File: src/design/cpu_pkg.sv
// Accumulator CPU shared definitions
// Widths, opcode and ALU encodings, slave register map,
// core FSM state codes and the instruction word layout
package cpu_pkg;

    localparam int XLEN       = 32;   // Data and address width
    localparam int ADDR_OFS_W = 24;   // Immediate / word address field
    localparam int SX_W       = XLEN - ADDR_OFS_W; // Sign extension bits

    // Slave register word offsets, from address bits 3:2
    localparam logic [1:0] REG_CTRL      = 2'd0;
    localparam logic [1:0] REG_PROG_BASE = 2'd1;
    localparam logic [1:0] REG_STATUS    = 2'd2;
    localparam logic [1:0] REG_ACC       = 2'd3;

    // Core FSM states
    localparam int         CORE_ST_W       = 3;
    localparam logic [2:0] CORE_IDLE       = 3'd0; // Waiting for start
    localparam logic [2:0] CORE_FETCH      = 3'd1; // Issue fetch request
    localparam logic [2:0] CORE_FETCH_WAIT = 3'd2; // Wait for instruction
    localparam logic [2:0] CORE_EXEC       = 3'd3; // Decode and execute
    localparam logic [2:0] CORE_MEM_WAIT   = 3'd4; // Wait for load/store

    typedef enum logic [3:0] {
        OP_ALU  = 4'd0,  // Acc op immediate
        OP_LD   = 4'd1,  // Acc from memory
        OP_ST   = 4'd2,  // Acc to memory
        OP_JNZ  = 4'd3,  // Jump if acc nonzero
        OP_OUT  = 4'd4,  // Acc to GPIO
        OP_HALT = 4'd5
    } opcode_e;

    typedef enum logic [3:0] {
        FN_LDI = 4'd0,   // Load immediate
        FN_ADD = 4'd1,
        FN_SUB = 4'd2,
        FN_AND = 4'd3,
        FN_OR  = 4'd4,
        FN_XOR = 4'd5
    } alu_fn_e;

    // One instruction word, two views of the low 28 bits
    typedef union packed {
        struct packed {
            opcode_e                      opcode;
            alu_fn_e                      fn;
            logic signed [ADDR_OFS_W-1:0] imm;  // Sign extended to XLEN
        } imm_fmt;
        struct packed {
            opcode_e                 opcode;
            logic [3:0]              rsvd;      // Unused
            logic [ADDR_OFS_W-1:0]   addr;      // Word address or jump target
        } mem_fmt;
    } cpu_instr_u;

endpackage

File: src/design/cpu_bus_if.sv
// Core to master port request bus
// One-cycle req strobe out, one-cycle done pulse back
`timescale 1ns/10ps

interface cpu_bus_if
    import cpu_pkg::*;
();

    logic            req;   // Request strobe, one cycle
    logic            we;    // Store when high
    logic [XLEN-1:0] adr;   // Byte address
    logic [XLEN-1:0] wdat;  // Store data
    logic [XLEN-1:0] rdat;  // Load data, valid with done
    logic            done;  // Transfer complete, one cycle

    modport core (
        output req, we, adr, wdat,
        input  rdat, done
    );

    modport master (
        input  req, we, adr, wdat,
        output rdat, done
    );

endinterface

File: src/design/cpu_core.sv
// Accumulator CPU core
// Fetch, decode and execute FSM, one instruction fetch per step,
// loads and stores go out over the request bus to the master port
`timescale 1ns/10ps

module cpu_core
    import cpu_pkg::*;
(
    input  logic            wb_clk_i,
    input  logic            rst_i,
    input  logic            start_i,
    input  logic [XLEN-1:0] prog_base_i,
    cpu_bus_if.core         bus,
    output logic            busy_o,
    output logic            halted_o,
    output logic [XLEN-1:0] acc_o,
    output logic [XLEN-1:0] gpio_o
);

    logic [CORE_ST_W-1:0]  state_q;
    logic [ADDR_OFS_W-1:0] pc_q;      // Word index into program
    logic [XLEN-1:0]       acc_q;
    cpu_instr_u            ir_q;      // Current instruction
    opcode_e               op;
    logic [XLEN-1:0]       imm_sx;    // Sign-extended immediate
    logic [XLEN-1:0]       alu_res;
    logic [XLEN-1:0]       fetch_adr;
    logic [XLEN-1:0]       data_adr;
    logic                  mem_op;    // LD or ST in execute

    assign op        = ir_q.imm_fmt.opcode;
    assign imm_sx    = {{SX_W{ir_q.imm_fmt.imm[ADDR_OFS_W-1]}}, ir_q.imm_fmt.imm};
    assign fetch_adr = prog_base_i + {{(SX_W-2){1'b0}}, pc_q, 2'b00};
    assign data_adr  = {{(SX_W-2){1'b0}}, ir_q.mem_fmt.addr, 2'b00};
    assign mem_op    = (op == OP_LD) || (op == OP_ST);

    assign busy_o = (state_q != CORE_IDLE);
    assign acc_o  = acc_q;

    // ALU, accumulator against immediate
    always_comb begin
        case (ir_q.imm_fmt.fn)
            FN_LDI:  alu_res = imm_sx;
            FN_ADD:  alu_res = acc_q + imm_sx;
            FN_SUB:  alu_res = acc_q - imm_sx;
            FN_AND:  alu_res = acc_q & imm_sx;
            FN_OR:   alu_res = acc_q | imm_sx;
            FN_XOR:  alu_res = acc_q ^ imm_sx;
            default: alu_res = acc_q;            // Unknown fn keeps acc
        endcase
    end

    // Request strobes, fetch state or a memory op in execute
    always_comb begin
        bus.req  = 1'b0;
        bus.we   = 1'b0;
        bus.wdat = acc_q;                        // Only used for stores
        bus.adr  = (state_q == CORE_EXEC) ? data_adr : fetch_adr;
        if (state_q == CORE_FETCH) begin
            bus.req = 1'b1;
        end else if ((state_q == CORE_EXEC) && mem_op) begin
            bus.req = 1'b1;
            bus.we  = (op == OP_ST);
        end
    end

    // Main FSM
    always_ff @(posedge wb_clk_i) begin
        if (rst_i) begin
            state_q  <= CORE_IDLE;
            pc_q     <= '0;
            acc_q    <= '0;
            gpio_o   <= '0;
            halted_o <= 1'b0;
        end else begin
            case (state_q)
                CORE_IDLE: begin
                    if (start_i) begin
                        pc_q     <= '0;
                        halted_o <= 1'b0;
                        state_q  <= CORE_FETCH;
                    end
                end
                CORE_FETCH: state_q <= CORE_FETCH_WAIT; // req goes out here
                CORE_FETCH_WAIT: begin
                    if (bus.done) state_q <= CORE_EXEC;
                end
                CORE_EXEC: begin
                    case (op)
                        OP_ALU: begin
                            acc_q   <= alu_res;
                            pc_q    <= pc_q + 1'b1;
                            state_q <= CORE_FETCH;
                        end
                        OP_LD, OP_ST: state_q <= CORE_MEM_WAIT; // req issued now
                        OP_JNZ: begin
                            pc_q    <= (acc_q != '0) ? ir_q.mem_fmt.addr : pc_q + 1'b1;
                            state_q <= CORE_FETCH;
                        end
                        OP_OUT: begin
                            gpio_o  <= acc_q;
                            pc_q    <= pc_q + 1'b1;
                            state_q <= CORE_FETCH;
                        end
                        default: begin                // HALT and bad opcodes
                            halted_o <= 1'b1;
                            state_q  <= CORE_IDLE;
                        end
                    endcase
                end
                CORE_MEM_WAIT: begin
                    if (bus.done) begin
                        if (op == OP_LD) acc_q <= bus.rdat;
                        pc_q    <= pc_q + 1'b1;
                        state_q <= CORE_FETCH;
                    end
                end
                default: state_q <= CORE_IDLE;
            endcase
        end
    end

    // Instruction register, loaded from the fetch completion
    always_ff @(posedge wb_clk_i) begin
        if ((state_q == CORE_FETCH_WAIT) && bus.done) begin
            ir_q <= bus.rdat;
        end
    end

    // One transfer in flight at a time
    a_single_outstanding : assert property (
        @(posedge wb_clk_i) disable iff (rst_i)
        bus.req |=> (!bus.req throughout bus.done[->1])
    );

endmodule

File: src/design/team_04_wrapper.sv
// Team 04 CPU subsystem top level
// Slave register block, accumulator core and master port
// connected to the chip Wishbone buses and GPIO outputs
`timescale 1ns/10ps

module team_04_wrapper
    import cpu_pkg::*;
(
    input  logic            wb_clk_i,
    input  logic            rst_i,
    // Slave bus from the management core
    input  logic            wbs_stb_i,
    input  logic            wbs_cyc_i,
    input  logic            wbs_we_i,
    input  logic [3:0]      wbs_sel_i,
    input  logic [XLEN-1:0] wbs_dat_i,
    input  logic [XLEN-1:0] wbs_adr_i,
    output logic            wbs_ack_o,
    output logic [XLEN-1:0] wbs_dat_o,
    // Master bus to program/data memory
    output logic [XLEN-1:0] wbm_adr_o,
    output logic [XLEN-1:0] wbm_dat_o,
    output logic [3:0]      wbm_sel_o,
    output logic            wbm_we_o,
    output logic            wbm_stb_o,
    output logic            wbm_cyc_o,
    input  logic [XLEN-1:0] wbm_dat_i,
    input  logic            wbm_ack_i,
    // Accumulator output register
    output logic [XLEN-1:0] gpio_o
);

    logic            start;      // Run pulse to core
    logic [XLEN-1:0] prog_base;
    logic            busy;
    logic            halted;
    logic [XLEN-1:0] acc;

    cpu_bus_if bus_if ();        // Core to master port

    wb_slave_regs wb_slave_regs_inst (
        .wb_clk_i    (wb_clk_i),
        .rst_i       (rst_i),
        .wbs_stb_i   (wbs_stb_i),
        .wbs_cyc_i   (wbs_cyc_i),
        .wbs_we_i    (wbs_we_i),
        .wbs_sel_i   (wbs_sel_i),
        .wbs_dat_i   (wbs_dat_i),
        .wbs_adr_i   (wbs_adr_i),
        .busy_i      (busy),
        .halted_i    (halted),
        .acc_i       (acc),
        .wbs_ack_o   (wbs_ack_o),
        .wbs_dat_o   (wbs_dat_o),
        .start_o     (start),
        .prog_base_o (prog_base)
    );

    cpu_core cpu_core_inst (
        .wb_clk_i    (wb_clk_i),
        .rst_i       (rst_i),
        .start_i     (start),
        .prog_base_i (prog_base),
        .bus         (bus_if.core),
        .busy_o      (busy),
        .halted_o    (halted),
        .acc_o       (acc),
        .gpio_o      (gpio_o)
    );

    wb_master_port wb_master_port_inst (
        .wb_clk_i  (wb_clk_i),
        .rst_i     (rst_i),
        .wbm_dat_i (wbm_dat_i),
        .wbm_ack_i (wbm_ack_i),
        .bus       (bus_if.master),
        .wbm_adr_o (wbm_adr_o),
        .wbm_dat_o (wbm_dat_o),
        .wbm_sel_o (wbm_sel_o),
        .wbm_we_o  (wbm_we_o),
        .wbm_stb_o (wbm_stb_o),
        .wbm_cyc_o (wbm_cyc_o)
    );

endmodule

File: src/design/wb_master_port.sv
// Wishbone master port
// Turns a core request pulse into a classic bus cycle held until ack,
// then returns read data with a done pulse
`timescale 1ns/10ps

module wb_master_port
    import cpu_pkg::*;
(
    input  logic            wb_clk_i,
    input  logic            rst_i,
    input  logic [XLEN-1:0] wbm_dat_i,
    input  logic            wbm_ack_i,
    cpu_bus_if.master       bus,
    output logic [XLEN-1:0] wbm_adr_o,
    output logic [XLEN-1:0] wbm_dat_o,
    output logic [3:0]      wbm_sel_o,
    output logic            wbm_we_o,
    output logic            wbm_stb_o,
    output logic            wbm_cyc_o
);

    logic accept;  // Request taken this cycle
    logic finish;  // Slave acked this cycle

    assign accept    = bus.req && !wbm_cyc_o;
    assign finish    = wbm_cyc_o && wbm_ack_i;
    assign wbm_sel_o = 4'hf;                     // Word transfers only

    // Cycle control
    always_ff @(posedge wb_clk_i) begin
        if (rst_i) begin
            wbm_cyc_o <= 1'b0;
            wbm_stb_o <= 1'b0;
            wbm_we_o  <= 1'b0;
            bus.done  <= 1'b0;
        end else begin
            bus.done <= finish;                  // Cycle after ack
            if (accept) begin
                wbm_cyc_o <= 1'b1;
                wbm_stb_o <= 1'b1;
                wbm_we_o  <= bus.we;
            end else if (finish) begin
                wbm_cyc_o <= 1'b0;
                wbm_stb_o <= 1'b0;
                wbm_we_o  <= 1'b0;
            end
        end
    end

    // Address and write data, held for the whole cycle
    always_ff @(posedge wb_clk_i) begin
        if (accept) begin
            wbm_adr_o <= bus.adr;
            wbm_dat_o <= bus.wdat;
        end
    end

    // Read data capture, valid with done
    always_ff @(posedge wb_clk_i) begin
        if (finish) bus.rdat <= wbm_dat_i;
    end

    a_stb_in_cyc : assert property (
        @(posedge wb_clk_i) disable iff (rst_i)
        wbm_stb_o |-> wbm_cyc_o
    );

    // Slave may stall, request fields must not move
    a_hold_stable : assert property (
        @(posedge wb_clk_i) disable iff (rst_i)
        (wbm_stb_o && !wbm_ack_i) |=> ($stable(wbm_adr_o) && $stable(wbm_we_o)
                                       && $stable(wbm_dat_o))
    );

endmodule

File: src/design/wb_slave_regs.sv
// Wishbone slave register block
// Holds program base and start control for the CPU core,
// returns core status and accumulator on reads
`timescale 1ns/10ps

module wb_slave_regs
    import cpu_pkg::*;
(
    input  logic            wb_clk_i,
    input  logic            rst_i,
    input  logic            wbs_stb_i,
    input  logic            wbs_cyc_i,
    input  logic            wbs_we_i,
    input  logic [3:0]      wbs_sel_i,
    input  logic [XLEN-1:0] wbs_dat_i,
    input  logic [XLEN-1:0] wbs_adr_i,
    input  logic            busy_i,
    input  logic            halted_i,
    input  logic [XLEN-1:0] acc_i,
    output logic            wbs_ack_o,
    output logic [XLEN-1:0] wbs_dat_o,
    output logic            start_o,
    output logic [XLEN-1:0] prog_base_o
);

    logic       req;      // New request this cycle
    logic       wr_req;
    logic [1:0] reg_sel;  // Word offset
    logic [XLEN-1:0] rd_mux;

    // No second request accepted during the ack cycle
    assign req     = wbs_cyc_i & wbs_stb_i & ~wbs_ack_o;
    assign wr_req  = req & wbs_we_i;
    assign reg_sel = wbs_adr_i[3:2];

    // Read data select
    always_comb begin
        case (reg_sel)
            REG_CTRL:      rd_mux = '0;          // Start is write-only
            REG_PROG_BASE: rd_mux = prog_base_o;
            REG_STATUS:    rd_mux = {{(XLEN-2){1'b0}}, halted_i, busy_i};
            default:       rd_mux = acc_i;       // REG_ACC
        endcase
    end

    // Ack and start pulse
    always_ff @(posedge wb_clk_i) begin
        if (rst_i) begin
            wbs_ack_o <= 1'b0;
            start_o   <= 1'b0;
        end else begin
            wbs_ack_o <= req;                    // Always one cycle later
            // Start only from an idle core, byte 0 must be selected
            start_o   <= wr_req && (reg_sel == REG_CTRL) && wbs_sel_i[0]
                         && wbs_dat_i[0] && !busy_i;
        end
    end

    // Program base, byte lanes under sel
    always_ff @(posedge wb_clk_i) begin
        if (rst_i) begin
            prog_base_o <= '0;
        end else if (wr_req && (reg_sel == REG_PROG_BASE)) begin
            for (int b = 0; b < 4; b++) begin
                if (wbs_sel_i[b]) begin
                    prog_base_o[8*b +: 8] <= wbs_dat_i[8*b +: 8];
                end
            end
        end
    end

    // Read data lands in the ack cycle
    always_ff @(posedge wb_clk_i) begin
        if (req && !wbs_we_i) begin
            wbs_dat_o <= rd_mux;
        end
    end

    // Master must hold cyc until it sees our ack
    a_ack_in_cycle : assert property (
        @(posedge wb_clk_i) disable iff (rst_i)
        wbs_ack_o |-> wbs_cyc_i
    );

endmodule

File: config.mk
export PLATFORM = sky130hd
export DESIGN_NAME = team_04_wrapper
export DESIGN_NICKNAME = d
export VERILOG_FILES = /design/src/design/cpu_pkg.sv /design/src/design/cpu_bus_if.sv /design/src/design/cpu_core.sv /design/src/design/team_04_wrapper.sv /design/src/design/wb_master_port.sv /design/src/design/wb_slave_regs.sv
export SDC_FILE = /design/constraint.sdc
export NUM_CORES = 1
export LEC_CHECK = 0
export BUFFER_PORTS_ARGS = -buffer_cell sky130_fd_sc_hd__buf_2
export CORE_AREA = 2 2 148 207
export CTS_BUF_LIST = sky130_fd_sc_hd__clkbuf_8 sky130_fd_sc_hd__clkbuf_16
export CTS_CLUSTER_SIZE = 24
export DETAILED_ROUTE_END_ITERATION = 10
export DIE_AREA = 0 0 150 209
export PLACE_DENSITY = 0.87
export SETUP_SLACK_MARGIN = 0.15
export SLEW_MARGIN = 20
export SYNTH_ARGS = -nofsm -noshare
export SYNTH_HDL_FRONTEND = slang
export SYNTH_SLANG_ARGS = --single-unit
export TNS_END_PERCENT = 10
File: constraint.sdc
create_clock -name wb_clk_i -period 4.55 [get_ports wb_clk_i]
set_clock_uncertainty 0.15 [all_clocks]
set_input_delay 1.365 -clock wb_clk_i [delete_from_list [all_inputs] [get_ports wb_clk_i]]
set_output_delay 1.365 -clock wb_clk_i [all_outputs]
set_load 0.03 [all_outputs]
==> results.toml <==
[status]
status = "finished clean"

[critical_path]
crit_arrival_ps = 4560
crit_fanout = 7
worstSetupPathType = "reg2reg"
worst_setup_path_end_kind = "flip-flop"
rr_startpoint = "cpu_core_inst.ir_q[0]$_DFFE_PP_"
crit_start = "cpu_core_inst.ir_q[0]$_DFFE_PP_"
critPathRequiredTime_ps = 4870
cp-endpoint = "cpu_core_inst.acc_o[26]$_SDFFE_PP0P_"
worstReg2RegEnd = "cpu_core_inst.acc_o[26]$_SDFFE_PP0P_"
worstRegToRegCells = 16
r2r_setup_slack_ps = 310
startpoint_type = "flip-flop"

[power_and_ir_drop]
ir_drop_uv = 211
swShare = 0.216
p_comb_frac = 0.026
power_per_cell_area_nw_per_um2 = 277
p_clk_frac = 0.468
power_switching_mw = 1.17
p_int_mw = 4.26
leakagePower_nw = 7.80
pwr-share-seq = 0.506

[floorplan]
pin_count = 242
die_height_um = 209
dieArea_um2 = 31400
row_count = 75
core_area_um2 = 29700
start_util = 0.570
die_w_um = 150

[flow_run]
drv_cap = 0

[place]
io_buffers = 207
hpwl_mm = 35.9
post_dp_cell_area_um2 = 18500
dpl.cell_count = 2380
place.gp.congestion = 0.956

[finish]
final_cell_mix = "206 x buf_2, 203 x nand2_1, 182 x a21oi_1"
regArea_um2 = 7390
fin_cells = 2436
final_common_cell = "buf_2"
final_util = 0.662
synthToLayoutAreaGrowth_pct = 16.1
fillers = 2306
drive_above_1_share = 0.180
multi_input_area_um2 = 8850
fin_area_um2 = 19600
nNetsFinal = 2256

[synth]
synthFlopType = "edfxtp_1"
synth.avg_cell_area_um2 = 9.25
synth_area_um2 = 16900
postSynth.asyncResetShare = 0
synth_edf_count = 160
synth_seq_area_share = 0.437
ys_warn_count = 0
synthCells = 1827
synth.distinct_cells = 85
ys_seq_elements = 289

[routing]
via_per_inst = 6.33
routed_wl_mm = 51.5
drc = 0
first_pass_iters = 7
drt_iter0_markers = 1694
detail-route-antenna-nets = 0
num_vias = 15412
wl_per_cell_um = 21.1

[global_routing]
first_global_vias = 14903
grt.total_usage = 0.321
antenna_found_initial = 2
grt_start_max_net_pins = 65
grt_overflow = 0
grt_pass1_wl_mm = 79.4

[min_path]
hp-class = "reg2reg"

[clock_network]
h-tree-depth = 1
clock-sinks = 289
clk_pin_slew_ps = 70
cts_tree = "yes"
ctsHoldBuffers = 0
insertion_delay_ps = 570
root_buffer = "clkbuf_16"
cts_max_path_buffers = 3
cts_buffers = 28

[sta]
maxSlewViolCount = 0
maxSlewHeadroom = 0.316
tightest_slew_ps = 1020
holdWs_ps = 302
max_freq_mhz = 236
final-setup-viol-count = 0
rsz0062_at_grt = "yes"
fin_setup_tns_ps = 0
finalHoldViolCount = 0
period_share = 0.933
period_needed_ps = 4240
[cell families after synthesis]
kind of cell | share of synthesized area
AOI/OAI and AO/OA | 0.191
muxes | 0.0276
other | 0.000222
adders and majority gates | 0.0920
and+or+nand+nor | 0.169
buffers and inverters | 0.0443
DFF | 0.437
xor gates and xnor gates | 0.0384
[how the worst min path moves through the flow]
stage / from / to / slack [ps] / cells after the start
after global routing: wb_master_port_inst.bus.rdat[23]$_DFFE_PP_ / cpu_core_inst.ir_q[23]$_DFFE_PP_ / 310 / 0
after detailed placement: wb_master_port_inst.bus.rdat[23]$_DFFE_PP_ / cpu_core_inst.ir_q[23]$_DFFE_PP_ / 290 / 0
after CTS: wb_master_port_inst.bus.rdat[23]$_DFFE_PP_ / cpu_core_inst.ir_q[23]$_DFFE_PP_ / 300 / 0
after floorplan: wb_master_port_inst.bus.rdat[11]$_DFFE_PP_ / cpu_core_inst.ir_q[11]$_DFFE_PP_ / 270 / 0
after global placement: wb_master_port_inst.bus.rdat[11]$_DFFE_PP_ / cpu_core_inst.ir_q[11]$_DFFE_PP_ / 280 / 0
final: cpu_core_inst.gpio_o[7]$_SDFFE_PP0P_ / cpu_core_inst.gpio_o[7]$_SDFFE_PP0P_ / 300 / 2
[routing by layer]
metal / global-route usage / wire length, um
met3: 0.0432 / 4630
met1: 0.401 / 19300
met5: 0 / 0
met4: 0.180 / 2950
met2: 0.531 / 24600
[state kept, by name, indices dropped and copies added (netlist names)]
name / cells
wb_slave_regs_inst.prog_base_o: 32
wb_master_port_inst.bus.rdat: 32
wb_master_port_inst.wbm_we_o: 1
wb_slave_regs_inst.start_o: 1
wb_slave_regs_inst.wbs_ack_o: 1
cpu_core_inst.halted_o: 1
cpu_core_inst.state_q: 3
wb_master_port_inst.wbm_adr_o: 32
wb_master_port_inst.wbm_dat_o: 32
cpu_core_inst.acc_o: 32
cpu_core_inst.ir_q: 32
wb_master_port_inst.wbm_cyc_o: 1
cpu_core_inst.pc_q: 24
wb_slave_regs_inst.wbs_dat_o: 32
cpu_core_inst.gpio_o: 32
wb_master_port_inst.bus.done: 1
[per-stage QoR]
stage                     worst slack, ps  power, mW
after floorplan                       366       2.88
after global placement                234       2.94
after detailed placement              120       2.94
after CTS                             154       5.43
after global routing                  125       5.54
final                                 307       5.43
[cells in the mapped netlist, drive strengths merged, types with 6 or more instances]
cell type / number / area share
a21oi: 186 / 0.056
xor2: 24 / 0.012
o31ai: 9 / 0.0040
ha: 121 / 0.090
and3: 12 / 0.0044
o211ai: 17 / 0.0076
nor3b: 6 / 0.0027
a21o: 20 / 0.0089
xnor2: 50 / 0.026
o21ai: 92 / 0.027
a221oi: 32 / 0.017
a22oi: 10 / 0.0044
nand2: 203 / 0.045
buf: 13 / 0.0047
o21bai: 7 / 0.0031
o21a: 15 / 0.0067
nor4: 13 / 0.0048
nor2: 143 / 0.032
inv: 84 / 0.019
nand3: 60 / 0.018
edfxtp: 160 / 0.28
mux2i: 42 / 0.026
clkbuf: 94 / 0.021
a211oi: 23 / 0.010
or2: 7 / 0.0026
dfxtp: 129 / 0.15
a31oi: 20 / 0.0074
nand2b: 24 / 0.0089
a2111oi: 7 / 0.0055
or3: 12 / 0.0044
o2111ai: 7 / 0.0036
nor3: 46 / 0.015
nor2b: 35 / 0.013
and2: 8 / 0.0030
nand4: 19 / 0.0070
o32ai: 8 / 0.0041
[final cells by class]
cell class	instances	share of cell area
clock inverter	21	0.0121
antenna	2	0.000255
multi-input combinational	1350	0.451
clock buffer	31	0.0395
tap	385	0.0246
sequential	289	0.376
inverter	84	0.0161
timing repair buffer	274	0.0798
[critical path: stages (launching register included)]
cell,delay [ps]
edfxtp_1,470
inv_1,170
ha_2,230
nand3_1,110
nor2_2,170
buf_4,150
a21oi_1,70
xnor2_1,150
ha_1,390
and2_1,200
a32o_1,260
a211o_1,350
nor3_4,340
o21ai_2,170
a2111o_1,400
and3_1,180
o41ai_2,180
[repair_timing]
item / in CTS / in global routing
buffers inserted: 0 / 2
pin swaps: 0 / 1
resized for setup: 2 / 9
endpoints found under the setup margin: 2 / 11
[power by group through the flow]
stage,registers [mW],clock network [mW],logic (mW)
floorplan,2.82,0,0.0631
global placement,2.81,0,0.133
detailed placement,2.81,0,0.136
CTS,2.75,2.54,0.137
global route,2.75,2.65,0.147
finish,2.75,2.54,0.139
Power figures use the tool's default switching activity.
